**config.mk**
```make
export PLATFORM = sky130hd
export DESIGN_NAME = e300_button_irq
export DESIGN_NICKNAME = d
export VERILOG_FILES = /design/src/hdl/button_event_pkg.sv /design/src/hdl/irq_pkg.sv /design/src/hdl/button_edge_detect.sv /design/src/hdl/event_fifo.sv /design/src/hdl/irq_stretch.sv /design/src/hdl/e300_button_irq.sv
export VERILOG_INCLUDE_DIRS = /design/src /design/src/hdl
export SDC_FILE = /design/constraint.sdc
export NUM_CORES = 1
export LEC_CHECK = 0
export BUFFER_PORTS_ARGS = -buffer_cell sky130_fd_sc_hd__buf_2
export CAP_MARGIN = 30
export CORE_AREA = 2 2 96 98
export DETAILED_ROUTE_END_ITERATION = 16
export DIE_AREA = 0 0 98 100
export PLACE_DENSITY = 0.84
export SYNTH_ARGS = -nofsm -noshare
export SYNTH_HDL_FRONTEND = slang
export SYNTH_SLANG_ARGS = --single-unit
```
**constraint.sdc**
```tcl
create_clock -name bus_clk -period 2.6 [get_ports bus_clk]
set_input_delay 0.52 -clock bus_clk [delete_from_list [all_inputs] [get_ports bus_clk]]
set_output_delay 0.52 -clock bus_clk [all_outputs]
set_load 0.02 [all_outputs]
```
**src/hdl/e300_params.svh**
```systemverilog
/*
 * Button interrupt path build constants
 */

`ifndef E300_PARAMS_SVH
`define E300_PARAMS_SVH

// ------------------------------------------------
// Event queue
// ------------------------------------------------

// Entries in the event queue, power of two
`define E300_EVENT_FIFO_DEPTH 8

// ------------------------------------------------
// Interrupt outputs
// ------------------------------------------------

// Interrupt pulse width in bus_clk cycles
`define E300_IRQ_STRETCH 8

// Wrapping event sequence number width
`define E300_SEQ_WIDTH 8

`endif

```
**src/hdl/button_event_pkg.sv**
```systemverilog
/*
 * Button event types
 * Kind of switch transition and the numbered event record
 */

`include "e300_params.svh"

package button_event_pkg;

  // Transition of the active low power switch
  typedef enum logic {
    EV_PRESS   = 1'b0,
    EV_RELEASE = 1'b1
  } event_kind_t;

  // One queued event, 9 bits with the default sequence width
  typedef struct packed {
    event_kind_t                kind;
    logic [`E300_SEQ_WIDTH-1:0] seq;
  } button_event_t;

endpackage

```
**src/hdl/irq_pkg.sv**
```systemverilog
/*
 * Interrupt output types
 * Interrupt line pair and stretcher status word
 */

`include "e300_params.svh"

package irq_pkg;

  // Same order as the processor interrupt bits, release above press
  typedef struct packed {
    logic release_irq;
    logic press_irq;
  } irq_vec_t;

  // Sequence number of the event being signalled
  // plus the sticky queue overflow flag
  typedef struct packed {
    logic [`E300_SEQ_WIDTH-1:0] seq;
    logic                       overflow;
  } irq_status_t;

endpackage

```
**src/hdl/button_edge_detect.sv**
```systemverilog
/*
 * Power switch edge detector
 * Finds press and release of the active low switch, emits numbered events
 */

`timescale 1ns/1ps

`include "e300_params.svh"

module button_edge_detect
  import button_event_pkg::*;
(
  input  logic          bus_clk,
  input  logic          bus_rst,
  input  logic          onswitch_db,
  output logic          event_valid,
  output button_event_t ev
);

  // Two previous switch samples, bit 1 is the older one
  logic [1:0] hist;

  logic press;
  logic release_edge;

  logic [`E300_SEQ_WIDTH-1:0] seq_cnt;

  // ------------------------------------------------
  // Edge recognition
  // ------------------------------------------------

  // Starts as released so a high switch after reset is quiet
  always_ff @(posedge bus_clk) begin
    if (bus_rst) begin
      hist <= 2'b11;
    end else begin
      hist <= {hist[0], onswitch_db};
    end
  end

  // Low now after two high samples
  assign press = ~onswitch_db & hist[0] & hist[1];

  // High now after two low samples
  assign release_edge = onswitch_db & ~hist[0] & ~hist[1];

  // ------------------------------------------------
  // Event output
  // ------------------------------------------------

  always_ff @(posedge bus_clk) begin
    if (bus_rst) begin
      event_valid <= 1'b0;
      seq_cnt     <= '0;
    end else begin
      event_valid <= press | release_edge;
      // Wraps at the sequence width
      if (press | release_edge) begin
        seq_cnt <= seq_cnt + 1'b1;
      end
    end
  end

  // Event payload captured on each recognized edge
  always_ff @(posedge bus_clk) begin
    if (press | release_edge) begin
      ev.kind <= press ? EV_PRESS : EV_RELEASE;
      ev.seq  <= seq_cnt;
    end
  end

endmodule

```
**src/hdl/event_fifo.sv**
```systemverilog
/*
 * Show-ahead event FIFO
 * Drops writes while full and latches a sticky overflow flag
 */

`timescale 1ns/1ps

module event_fifo #(
  parameter type payload_t = logic,
  parameter int  DEPTH     = 8
) (
  input  logic     bus_clk,
  input  logic     bus_rst,
  input  logic     wr,
  input  payload_t wr_data,
  input  logic     pop,
  output payload_t head,
  output logic     empty,
  output logic     overflow
);

  localparam int AW = (DEPTH > 1) ? $clog2(DEPTH) : 1;

  payload_t mem [DEPTH];

  logic [AW-1:0] wr_ptr;
  logic [AW-1:0] rd_ptr;
  logic [AW:0]   count;

  logic full;
  logic wr_ok;
  logic rd_ok;

  assign full  = (count == (AW + 1)'(DEPTH));
  assign empty = (count == '0);

  // Full queue loses the incoming event
  assign wr_ok = wr & ~full;
  assign rd_ok = pop & ~empty;

  // Oldest entry always visible
  assign head = mem[rd_ptr];

  // ------------------------------------------------
  // Storage
  // ------------------------------------------------

  always_ff @(posedge bus_clk) begin
    if (wr_ok) begin
      mem[wr_ptr] <= wr_data;
    end
  end

  // ------------------------------------------------
  // Pointers, occupancy and overflow
  // ------------------------------------------------

  always_ff @(posedge bus_clk) begin
    if (bus_rst) begin
      wr_ptr   <= '0;
      rd_ptr   <= '0;
      count    <= '0;
      overflow <= 1'b0;
    end else begin
      // Power of two depth, pointers wrap by themselves
      if (wr_ok) begin
        wr_ptr <= wr_ptr + 1'b1;
      end
      if (rd_ok) begin
        rd_ptr <= rd_ptr + 1'b1;
      end

      case ({wr_ok, rd_ok})
        2'b10:   count <= count + 1'b1;
        2'b01:   count <= count - 1'b1;
        default: count <= count;
      endcase

      // Sticky until reset
      if (wr & full) begin
        overflow <= 1'b1;
      end
    end
  end

  // Consumer must wait for data
  assert property (@(posedge bus_clk) disable iff (bus_rst)
    pop |-> !empty)
    else $error("pop while FIFO empty");

endmodule

```
**src/hdl/irq_stretch.sv**
```systemverilog
/*
 * Interrupt stretcher
 * Pops one event at a time and holds its interrupt line for a fixed width
 */

`timescale 1ns/1ps

`include "e300_params.svh"

module irq_stretch
  import button_event_pkg::*;
  import irq_pkg::*;
(
  input  logic          bus_clk,
  input  logic          bus_rst,
  input  button_event_t head,
  input  logic          empty,
  input  logic          overflow,
  output logic          pop,
  output irq_vec_t      irq,
  output irq_status_t   status
);

  localparam int CNT_W = ($clog2(`E300_IRQ_STRETCH) > 0) ? $clog2(`E300_IRQ_STRETCH) : 1;

  typedef enum logic {
    ST_IDLE,
    ST_ACTIVE
  } state_t;

  state_t state;

  logic [CNT_W-1:0]           cnt;
  logic [`E300_SEQ_WIDTH-1:0] seq_q;

  // Only pop while no pulse is running
  assign pop = (state == ST_IDLE) & ~empty;

  // ------------------------------------------------
  // Pulse FSM
  // ------------------------------------------------

  always_ff @(posedge bus_clk) begin
    if (bus_rst) begin
      state <= ST_IDLE;
      cnt   <= '0;
      irq   <= '0;
    end else begin
      case (state)
        ST_IDLE: begin
          if (pop) begin
            state           <= ST_ACTIVE;
            cnt             <= CNT_W'(`E300_IRQ_STRETCH - 1);
            irq.press_irq   <= (head.kind == EV_PRESS);
            irq.release_irq <= (head.kind == EV_RELEASE);
          end
        end
        ST_ACTIVE: begin
          if (cnt == '0) begin
            // Low for a cycle in idle before the next pop
            state <= ST_IDLE;
            irq   <= '0;
          end else begin
            cnt <= cnt - 1'b1;
          end
        end
        default: state <= ST_IDLE;
      endcase
    end
  end

  // Sequence number of the event being signalled
  always_ff @(posedge bus_clk) begin
    if (pop) begin
      seq_q <= head.seq;
    end
  end

  assign status.seq      = seq_q;
  assign status.overflow = overflow;

  // ------------------------------------------------
  // Checks
  // ------------------------------------------------

  // Pulse ends after the stretch width and is followed by a low cycle
  assert property (@(posedge bus_clk) disable iff (bus_rst)
    (irq != '0) [*`E300_IRQ_STRETCH] |=> (irq == '0))
    else $error("interrupt pulse longer than stretch width");

endmodule

```
**src/hdl/e300_button_irq.sv**
```systemverilog
/*
 * Front-panel button interrupt path
 * Edge detector feeding an event queue drained by the interrupt stretcher
 */

`timescale 1ns/1ps

`include "e300_params.svh"

module e300_button_irq
  import button_event_pkg::*;
  import irq_pkg::*;
(
  input  logic        bus_clk,
  input  logic        bus_rst,
  input  logic        onswitch_db,
  output irq_vec_t    irq,
  output irq_status_t status
);

  logic          event_valid;
  button_event_t ev;

  button_event_t head;
  logic          empty;
  logic          overflow;
  logic          pop;

  // Switch edges to numbered events
  button_edge_detect edge0 (
    .bus_clk     (bus_clk),
    .bus_rst     (bus_rst),
    .onswitch_db (onswitch_db),
    .event_valid (event_valid),
    .ev          (ev)
  );

  // Buffers events while a pulse is being stretched
  event_fifo #(
    .payload_t (button_event_t),
    .DEPTH     (`E300_EVENT_FIFO_DEPTH)
  ) fifo0 (
    .bus_clk  (bus_clk),
    .bus_rst  (bus_rst),
    .wr       (event_valid),
    .wr_data  (ev),
    .pop      (pop),
    .head     (head),
    .empty    (empty),
    .overflow (overflow)
  );

  irq_stretch stretch0 (
    .bus_clk  (bus_clk),
    .bus_rst  (bus_rst),
    .head     (head),
    .empty    (empty),
    .overflow (overflow),
    .pop      (pop),
    .irq      (irq),
    .status   (status)
  );

endmodule

```
* Yosys cells after proc, flatten, opt, wreduce, memory -nomap -nowiden *
Memories as Yosys holds them, arrays and structs flattened. A register that Yosys moved wholly into a read port is not among the register bits.
Cells that the tools add are included.
Widths: inputs -> output; s select.

storage, ports and cells
  register bits = 45
  memory bits (writable) = 72
  memories kept = 1
  input port bits = 3

memories
  memory     depth  bits a word  read ports  clocked after memory_dff  write ports  line              text
  fifo0.mem  8      9            1           1                         1            event_fifo.sv:24  payload_t mem [DEPTH];

operators by class
  $add $sub $neg = 6
  reduce and logical (&&, ||, !) cells = 5
  equality and inequality tests = 6
  bitwise operators = 16
  multiplexer cells = 15

operators by type and width
  cell                 number
  $mux 3               4
  $add 8x1->8 const B  1
  $and 1x1->1          8
  $pmux 4 s2           1
  $not 1->1            7
  $add 3x1->3 const B  2
  $ne 2x2->1 const B   3
  $pmux 3 s2           1
  $mux 1               5
  $add 4x1->4 const B  1
  $eq 4x4->1 const B   1
  $logic_not 4->1      1
  $mux 2               2
  $pmux 2 s2           1
  $reduce_and 2->1     2
  $sub 4x1->4 const B  1
  $logic_not 3->1      1
  $sub 3x1->3 const B  1
  $eq 2x1->1 const B   1
  $eq 2x2->1 const B   1
  $pmux 1 s2           1
  $reduce_bool 2->1    1
  $or 1x1->1           1

* Depth between registers and ports, before layout *
Gate-level depths: netlist (run 1).

  word-level depth = 6
  mapped depth = 12
  depth with buffers taken out = 10

* By module *
Synthesis (run 1) repeated with hierarchy kept, for this count alone.

second synthesis, totals
  cell total of the unflattened synthesis = 294
  area, all modules = 4893.4 um2

modules (own cells, without submodules)
  module              area each (um2)  instances  cells each  sequential area each (um2)
  event_fifo          3507.1           1          182         2442.3
  button_edge_detect  823.3            1          69          490.5
  irq_stretch         563.0            1          43          360.3

* Worst setup path before layout (run 1) *
Ideal clock, no wire load.

  path kind = flip-flop to flip-flop
  start = reg fifo0.count[1]
  end = reg fifo0.count[3]
  buffers on the path = 3
  period minus slack after synthesis = 2440 ps
  library setup time = 121 ps
  stages on the path, launching flop included = 11
  data arrival time = 2319 ps
  path slack = 160 ps
  cells stage by stage = dfxtp_1 buf_6 or4b_4 buf_6 nand2_4 ha_1 clkbuf_1 nor4b_1 o21ai_0 o31ai_1 mux2_2

between the ends
  cells in the longest elaborated chain, start to end = 6
  elaborated cells on any way between the ends = 13
  those cells by class = add/sub: 2; eq/ne: 3; mux: 1; bitwise: 5; reduce/logical: 2

ends and longest elaborated chain
  what                                             line                                 text
  start, declared                                  event_fifo.sv:28                     logic [AW:0] count;
  start signal, assigned                           event_fifo.sv:74                     2'b10: count <= count + 1'b1;
  start signal, assigned                           event_fifo.sv:75                     2'b01: count <= count - 1'b1;
  start signal, assigned                           event_fifo.sv:76                     default: count <= count;
  $logic_not 4->1                                  event_fifo.sv:35                     assign empty = (count == '0);
  $not 1->1                                        event_fifo.sv:39, irq_stretch.sv:37
  $and 1x1->1                                      irq_stretch.sv:37                    assign pop = (state == ST_IDLE) & ~empty;
  $and 1x1->1                                      event_fifo.sv:39                     assign rd_ok = pop & ~empty;
  $eq 2x1->1 or $eq 2x2->1 (tied branches)         event_fifo.sv:73                     case ({wr_ok, rd_ok})
  $pmux 4 s2 or $reduce_bool 2->1 (tied branches)  -

Parallel ways exist; a longest one is shown, timed or not.
A chain may end at the register's enable or synchronous reset.

* Final worst setup path (run 1) *
Same ends and word-level chain as after synthesis.

==> flow_summary.yaml, run 1 <==
die:
  row_count: 35
  fp.dieH_um: 100
  die_x_um: 98
  die_area_um2: 9800
  num_io_pins: 14
  core-area_um2: 8890
  start_util_pct: 53.15
clock_network:
  clkSinkCount: 120
  numCtsBuffers: 17
  holdBufCountCts: 0
  insertion_delay_ps: 510
  htree_levels: 4
  cts_tree: "done"
  cts_root_buf: "clkbuf_8"
  clk_path_buf_depth: 2
  path_clk_slew_ps: 60
route:
  dr.pass1.iters: 5
  drc: 0
  via_count: 2454
  antenna_left: 0
  drt-total-wl_mm: 8.364
  viasPerCell: 5.654
  wl_per_cell_um: 19.27
  drt_iter0_markers: 153
setup_path:
  worstPathArrival_ps: 2830
  worstSetupStartpointType: "flop"
  cp_max_fo: 8
  critPathKind: "reg -> reg"
  cpMaxStageDelayCell: "or4b_4"
  endpoint_kind: "flop"
  cpPeakStageDelay_ps: 600
  cp_cell_sequence: "or4b_4 -> nand2_4 -> ha_1 -> nor4b_1 -> o21ai_0 -> o31ai_1 -> mux2_2"
  path_buf_inv: 0
  path_delay_family: "simple AND/OR/NAND/NOR gates"
  worstPathRequired_ps: 3000
power_and_ir_drop:
  power_frac_seq_pct: 40.7
  power.switching_mw: 1.620
  combPwrFrac_pct: 20.3
  powerDensity_nw_per_um2: 1067
  swShare_pct: 27.45
  clockPowerShare_pct: 38.9
  p_int_mw: 4.282
  finalPower_mw: 5.903
  p_leak_nw: 1.948
  irDropWorstVdd_uv: 506.0
synthesis:
  synth_top_area_share_pct: 56.57
  yosysWarningCount: 0
  syn_inst: 281
  synth-edff-count: 89
  ys_seq_elements: 120
  synth_flop_cell: "edfxtp_1"
  synthArstFlopShare_pct: 0
  syn_avg_cell_area_um2: 16.81
  synth_nets: 292
  ys_seq_area_share_pct: 69.70
  yosys-top-cells-area: "edfxtp_1 57%, dfxtp_1 13%, mux4_1 8.3%"
  ys_types: 46
  yosysTopAreaCell: "edfxtp_1"
  netlist_area_um2: 4725
placed_design:
  dpl.hpwl_mm: 4.589
  place_inst: 402
  place_ws_ps: 148.5
  placed_cell_area_um2: 4918
  port_buffers: 13
  finalWeightedCongestion: 0.7767
timing:
  tightest_slew_ps: 552.8
  worst_hold_slack_ps: 222.4
  skew_ps: 6.104
  period_minus_slack_ps: 2437
  max_freq_ghz: 0.4103
  final_hold_viol_count: 0
  slew_violations: 0
  setup_slack_ps: 162.5
  slew_headroom_pct: 63.15
  fin_crit_sh_pct: 93.75
  setup_viol: 0
global_routing:
  grt_pass1_wl_mm: 13.19
  grt_overflow: 0
  grt_max_degree: 32
  grt_pass1_vias: 2517
  antenna_found_initial: 0
  grt_use_total_pct: 18.42
cells_and_area:
  finalNonFillerCells: 434
  area_growth_syn_to_layout_pct: 17.06
  fin_area_um2: 5530
  drive_gt1_share_pct: 24.15
  fin_nets: 321
  num-fill-cells: 597
  diodes: 0
outcome:
  status: "finished, final reports clean"
hold_path:
  hold_path.class: "in -> reg"
flow_run:
  cap_violations: 0
-- path summary, 6_finish.rpt --
| kind | startpoint | to | slack [ps] | depth (start not counted) |
|---|---|---|---|---|
| worst min register to register | edge0.seq_cnt[7]$_SDFFE_PP0P_ | edge0.ev[7]$_DFFE_PP_ | 460 | 0 |
| worst max-delay path | fifo0.count[1]$_SDFFE_PP0P_ | fifo0.count[3]$_SDFFE_PP0P_ | 160 | 7 |
| worst min-delay path | onswitch_db | edge0.hist[0]$_SDFF_PP1_ | 220 | 2 |
| worst max register to register | fifo0.count[1]$_SDFFE_PP0P_ | fifo0.count[3]$_SDFFE_PP0P_ | 160 | 7 |
-- stage by stage --
| stage | TNS (ps) | util, % |
|---|---|---|
| after global placement | 0 | 55.33 |
| after detailed placement | 0 | 55.33 |
| after floorplan | 0 | - |
| final | 0 | 62.21 |
| after global routing | -23.09 | 62.21 |
| after CTS | 0 | 62.00 |
-- synthesized netlist by cell type (2+ instances only) --
library cell and n:
nor2b_1 3, a311oi_1 2, a21oi_1 7, o21ai_0 5
mux4_1 15, dfxtp_1 31, ha_1 8, o211ai_1 3
nor3_1 5, nor4_1 2, clkbuf_1 4, nand2_1 8
o2111ai_1 2, buf_6 3, mux2_2 9, inv_1 7
or2_2 3, xnor2_1 2, nor2_1 25, mux2i_1 2
xor2_1 12, nand3_1 4, buf_1 2, buf_2 3
o31ai_1 2, edfxtp_1 89, nand2b_1 2, mux4_2 3
-- placed cells by master, fill, tap and decap left out, drive strengths merged, types with 2 or more instances in the layout --
cell	Yosys	final
a21oi	8	8
a311oi	2	2
buf	10	24
bufinv	0	3
clkbuf	4	18
clkinv	0	6
clkinvlp	0	3
dfxtp	31	31
edfxtp	89	89
ha	8	8
inv	8	10
mux2	9	9
mux2i	2	2
mux4	18	18
nand2	9	9
nand2b	2	2
nand3	4	4
nor2	25	25
nor2b	3	3
nor3	5	5
nor3b	2	2
nor4	2	2
o2111ai	2	2
o211ai	3	3
o21ai	5	5
o31ai	2	2
or2	3	3
xnor2	2	2
xor2	12	12
-- metal layers --
layer	global-route usage, %	part of all wire (%)
met1	22.52	41
met2	29.87	51
met3	6.267	5.7
met4	8.547	1.7
met5	0	0
-- state kept, by name (all words and copies together), names as in the netlist, 2 cells and up, named ones only --
register	flops
edge0.ev	9
edge0.hist	2
edge0.seq_cnt	8
fifo0.count	4
fifo0.mem	72
fifo0.rd_ptr	3
fifo0.wr_ptr	3
stretch0.cnt	3
stretch0.irq	2
stretch0.seq_q	8
-- logic make-up after synthesis --
logic type                 after synthesis  synth area share (%)
AOI/OAI and AO/OA                       23                 3.151
xor gates and xnor gates                14                 2.595
adders and majority gates                8                 2.119
buffers and inverters                   22                 2.728
DFF                                    120                 69.70
muxes                                   29                 12.34
and+or+nand+nor                         65                 7.363
-- cell type report --
| type | instances | area, um^2 | share of cell area, % |
|---|---|---|---|
| Tap cell | 111 | 138.9 | 2.511 |
| Clock buffer | 18 | 417.9 | 7.557 |
| Sequential cell | 120 | 3293 | 59.55 |
| Clock inverter | 14 | 175.2 | 3.167 |
| Inverter | 8 | 30.03 | 0.5430 |
| Timing Repair Buffer | 24 | 147.6 | 2.670 |
| Multi-Input combinational cell | 139 | 1328 | 24.00 |
-- power by group through the flow --
| stage | registers, mW | clock network (mW) | logic [mW] |
|---|---|---|---|
| detailed placement | 2.44 | 0 | 1.14 |
| floorplan | 2.49 | 0 | 0.870 |
| global route | 2.43 | 2.42 | 1.31 |
| finish | 2.40 | 2.30 | 1.20 |
| CTS | 2.40 | 2.33 | 1.18 |
| global placement | 2.42 | 0 | 1.09 |
-- repair_timing --
action	in CTS	in global routing
endpoints found under the setup margin	0	2
buffers inserted	0	0
resized for setup	0	3
Note: power is estimated with default switching activity, not from simulation.
==> inputs of run 2 (changes only) <==
Settings changed: GPL_TIMING_DRIVEN set to 0.
==> run 2 against run 1 <==
Net effect: worst setup slack worse by 120 ps; flip-flop and latch count stayed put; total power is 3.4% higher; die area stayed put; clock power is 6% higher; register-to-register slack worse by 120 ps; non-clock buffer count is 7 higher; global-route usage is 0.13 points higher; utilization is 0.96 points higher; sequential share of layout area is 0.90 points lower; highest routed layer unchanged.
==> flow_summary.yaml, run 2 (synthesized netlist as in run 1, its figures left out) <==
flow_run:
  cap_violations: 0
die:
  die_area_um2: 9800
  core-area_um2: 8890
  die_x_um: 98
  start_util_pct: 53.15
  row_count: 35
  fp.dieH_um: 100
  num_io_pins: 14
route:
  viasPerCell: 5.575
  dr.pass1.iters: 4
  drt-total-wl_mm: 8.266
  wl_per_cell_um: 18.79
  via_count: 2453
  drt_iter0_markers: 85
  antenna_left: 0
  drc: 0
global_routing:
  antenna_found_initial: 0
  grt_pass1_wl_mm: 13.30
  grt_max_degree: 17
  grt_use_total_pct: 18.55
  grt_overflow: 0
  grt_pass1_vias: 2452
cells_and_area:
  fin_nets: 328
  diodes: 0
  area_growth_syn_to_layout_pct: 18.86
  layout_commonest_cell: "edfxtp_1"
  final_cell_mix: "89 x edfxtp_1, 31 x dfxtp_1, 25 x nor2_1"
  seq_area_um2: 3293
  largest_reg_flops: 72
  num-fill-cells: 582
  drive_gt1_share_pct: 24.32
  multi_input_comb_area_um2: 1340
  finish.utilization_pct: 63.17
  top_register: "fifo0.mem"
  reg_top3: "fifo0.mem x72, edge0.ev x9"
clock_network:
  clkSinkCount: 120
  clk_path_buf_depth: 2
  htree_levels: 4
  holdBufCountCts: 0
  cts_tree: "done"
  path_clk_slew_ps: 60
  numCtsBuffers: 17
  post-cts-setup-buffer-count: 0
  cts_root_buf: "clkbuf_8"
  insertion_delay_ps: 510
timing:
  skew_ps: 11.01
  fin_tns_setup_ps: 0
  tightest_slew_ps: 997.8
  max_freq_ghz: 0.3909
  slew_headroom_pct: 33.24
  worst_hold_slack_ps: 226.7
  grt_setup_unrepaired: "yes"
  fin_crit_sh_pct: 98.39
  slew_violations: 0
  setup_slack_ps: 41.81
  period_minus_slack_ps: 2558
  setup_viol: 0
  final_hold_viol_count: 0
setup_path:
  cp_max_fo: 8
  worstPathRequired_ps: 3000
  worstSetupStartpointType: "flop"
  worstPathArrival_ps: 2960
  critPathKind: "reg -> reg"
  endpoint_kind: "flop"
placed_design:
  finalWeightedCongestion: 0.7079
  place_ws_ps: -217.0
  dpl.hpwl_mm: 5.228
  port_buffers: 13
power_and_ir_drop:
  finalPower_mw: 6.104
  powerDensity_nw_per_um2: 1087
  p_leak_nw: 1.982
  irDropWorstVdd_uv: 509.1
hold_path:
  hold_path.class: "in -> reg"
outcome:
  status: "finished, final reports clean"
-- run 2: stage by stage --
step	cells	area, um^2
after floorplan	281	4725
after global placement	405	4928
after detailed placement	409	4965
after CTS	439	5597
after global routing	440	5615
final	440	5615
-- run 2: layout make-up --
class                   instances  area share [%]
clock inverters                14           3.676
clock buffers                  17           7.375
inverters                       8          0.5348
repair buffers                 18           1.738
plain buffers                  13           1.693
multi-input cells             139           23.86
flip-flops and latches        120           58.65
well taps                     111           2.473
-- run 2: critical path, cell delays in order, from the launching register on --
cell     delay, ps
dfxtp_1        390
or4b_4         560
buf_6          150
nand2_4        120
ha_2           350
nor4b_1        310
o21ai_0        130
o31ai_1         90
mux2_2         360
-- run 2: repair_timing --
action / in CTS / in global routing
resized for setup: 2 / 3
pin swaps: 1 / 0
setup endpoints to repair: 2 / 2
gates cloned: 0 / 0
-- run 2: path summary, 6_finish.rpt --
check / start / endpoint / slack (ps) / cells past startpoint
min: onswitch_db / edge0.hist[0]$_SDFF_PP1_ / 230 / 2
max: fifo0.count[0]$_SDFFE_PP0P_ / fifo0.count[3]$_SDFFE_PP0P_ / 40 / 8
max reg2reg: fifo0.count[0]$_SDFFE_PP0P_ / fifo0.count[3]$_SDFFE_PP0P_ / 40 / 8
min reg2reg: edge0.seq_cnt[7]$_SDFFE_PP0P_ / edge0.ev[7]$_DFFE_PP_ / 450 / 0
-- run 2: per-layer routing --
metal	up-vias	track usage [%]	share of wire, %
met5	-	0	0
met4	0	8.013	1.2
met3	5	5.223	3.8
met2	56	32.24	54
met1	1238	21.72	41
li1	1154	-	-
-- run 2: where the power goes --
group	total [mW]	internal (mW)	switching (mW)
clock	2.43	1.63	0.793
combinational	1.28	0.595	0.686
sequential	2.40	2.28	0.118
==> inputs of run 3 (changes only) <==
Settings changed: CORE_AREA 2 2 96 98 to 2 2 89 91, DIE_AREA 0 0 98 100 to 0 0 91 93, PLACE_DENSITY 0.84 to 0.92, REMOVE_ABC_BUFFERS set to 1.
Clock period 2.6 ns to 3.1 ns, I/O delays scaled along.
==> run 3 against run 2 <==
Net effect: flip-flop and latch count is the same; largest cell class unchanged; total power shrank 15%; maximum frequency shrank 6.3%; critical path depth is the same; clock skew shrank 2.9 ps; largest power group unchanged.
==> flow_summary.yaml, run 3 (synthesized netlist as in run 1, its figures left out) <==
outcome:
  status: "finished, final reports clean"
power_and_ir_drop:
  powerDensity_nw_per_um2: 933.2
  irDropWorstVdd_uv: 522.2
  p_leak_nw: 1.941
clock_network:
  path_clk_slew_ps: 50
  clkSinkCount: 120
  insertion_delay_ps: 510
  htree_levels: 4
  cts_tree: "done"
  cts_root_buf: "clkbuf_8"
  clk_path_buf_depth: 2
  post-cts-setup-buffer-count: 0
  cts_resized: 0
  holdBufCountCts: 0
  numCtsBuffers: 17
die:
  fp.dieH_um: 93
  core-area_um2: 7527
  die_x_um: 91
  row_count: 32
  die_area_um2: 8463
  start_util_pct: 62.77
  num_io_pins: 14
route:
  antenna_left: 0
  dr.pass1.iters: 4
  drt-total-wl_mm: 9.174
  highest_layer: "met4"
  route.met2.wl_mm: 4.637
  wl_per_cell_um: 21.95
  viasPerCell: 6.000
  drc: 0
  wl_met3_um: 544
  via_count: 2508
  met1_length_mm: 3.756
  drt_iter0_markers: 179
cells_and_area:
  seq_area_um2: 3293
  drive_gt1_share_pct: 22.47
  fin_nets: 314
  fin_area_um2: 5540
  final_cell_mix: "89 x edfxtp_1, 31 x dfxtp_1, 25 x nor2_1"
  diodes: 0
  area_growth_syn_to_layout_pct: 17.27
  reg_top3: "fifo0.mem x72, edge0.ev x9"
  num-fill-cells: 415
  multi_input_comb_area_um2: 1324
  top_register: "fifo0.mem"
  layout_commonest_cell: "edfxtp_1"
  largest_reg_flops: 72
placed_design:
  finalWeightedCongestion: 0.7114
  port_buffers: 13
  dpl.hpwl_mm: 4.950
  placed_cell_area_um2: 4855
setup_path:
  cp-startpoint: "fifo0.count[1]$_SDFFE_PP0P_"
  r2r_start: "fifo0.count[1]$_SDFFE_PP0P_"
  path_buf_inv: 1
  endpoint_kind: "flop"
  cpPeakStageDelay_ps: 540
  cp_cell_sequence: "nor4_1 -> or2_2 -> inv_1 -> ha_1 -> nor4b_1 -> o21ai_0 -> o31ai_1 -> mux2_2"
  worstSetupStartpointType: "flop"
  cp_max_fo: 8
  critPathKind: "reg -> reg"
  path_delay_family: "simple AND/OR/NAND/NOR gates"
  cpMaxStageDelayCell: "nor4_1"
  worstPathArrival_ps: 3130
  r2r_end: "fifo0.count[3]$_SDFFE_PP0P_"
  rrSetupSlack_ps: 370
  worstPathRequired_ps: 3500
  worstRegToRegCells: 8
hold_path:
  min_path_cells: 2
  hold_path.startpoint: "onswitch_db"
  holdPathEnd: "edge0.hist[0]$_SDFF_PP1_"
  hold_path.class: "in -> reg"
timing:
  setup_viol: 0
  final_hold_viol_count: 0
  max_freq_ghz: 0.3661
  period_minus_slack_ps: 2731
  slew_violations: 0
  grt_setup_unrepaired: "no"
  slew_headroom_pct: 30.28
  skew_ps: 8.097
  fin_crit_sh_pct: 88.11
  fin_tns_setup_ps: 0
  tightest_slew_ps: 1040
global_routing:
  antenna_found_initial: 0
  grt_overflow: 0
  grt_use_total_pct: 23.73
  grt_pass1_vias: 2498
  grt_pass1_wl_mm: 14.26
  grt_max_degree: 32
flow_run:
  cap_violations: 0
-- run 3: power by group --
part	switching (mW)	leakage, nW	internal, mW	total (mW)
registers	0.152	1.07	1.91	2.06
logic	0.507	0.567	0.445	0.952
clock network	0.697	0.304	1.46	2.16
total	1.36	1.94	3.81	5.17
-- run 3: routing by layer --
| metal | GRT usage (%) | up-vias |
|---|---|---|
| met5 | 0 | - |
| met4 | 10.10 | 0 |
| met3 | 6.044 | 20 |
| met2 | 39.63 | 99 |
| met1 | 29.87 | 1262 |
| li1 | - | 1127 |
-- run 3: worst max-delay path by stage --
stage,end,depth (start not counted)
2_1_floorplan,fifo0.count[3]$_SDFFE_PP0P_,7
3_3_place_gp,fifo0.mem[0][7]$_DFFE_PP_,3
3_5_place_dp,fifo0.count[3]$_SDFFE_PP0P_,8
4_1_cts,fifo0.count[3]$_SDFFE_PP0P_,8
5_1_grt,fifo0.count[3]$_SDFFE_PP0P_,8
6_report,fifo0.count[3]$_SDFFE_PP0P_,8
-- run 3: final cells by class --
class,instances,area share [%]
sequential,120,59.44
multi-input combinational,139,23.89
clock buffer,18,7.543
clock inverter,14,4.133
tap,102,2.304
timing repair buffer,17,2.145
inverter,8,0.5420
-- run 3: metrics by stage --
stage	utilization, %	hold WS, ps	std cells	setup slack [ps]	power [mW]
after floorplan	-	428.0	267	847.8	2.733
after global placement	64.01	440.6	382	251.1	2.911
after detailed placement	64.49	451.1	384	400.6	2.974
after CTS	73.09	310.8	416	353.1	5.138
after global routing	73.60	310.5	418	72.10	5.368
final	73.60	321.2	418	368.6	5.170
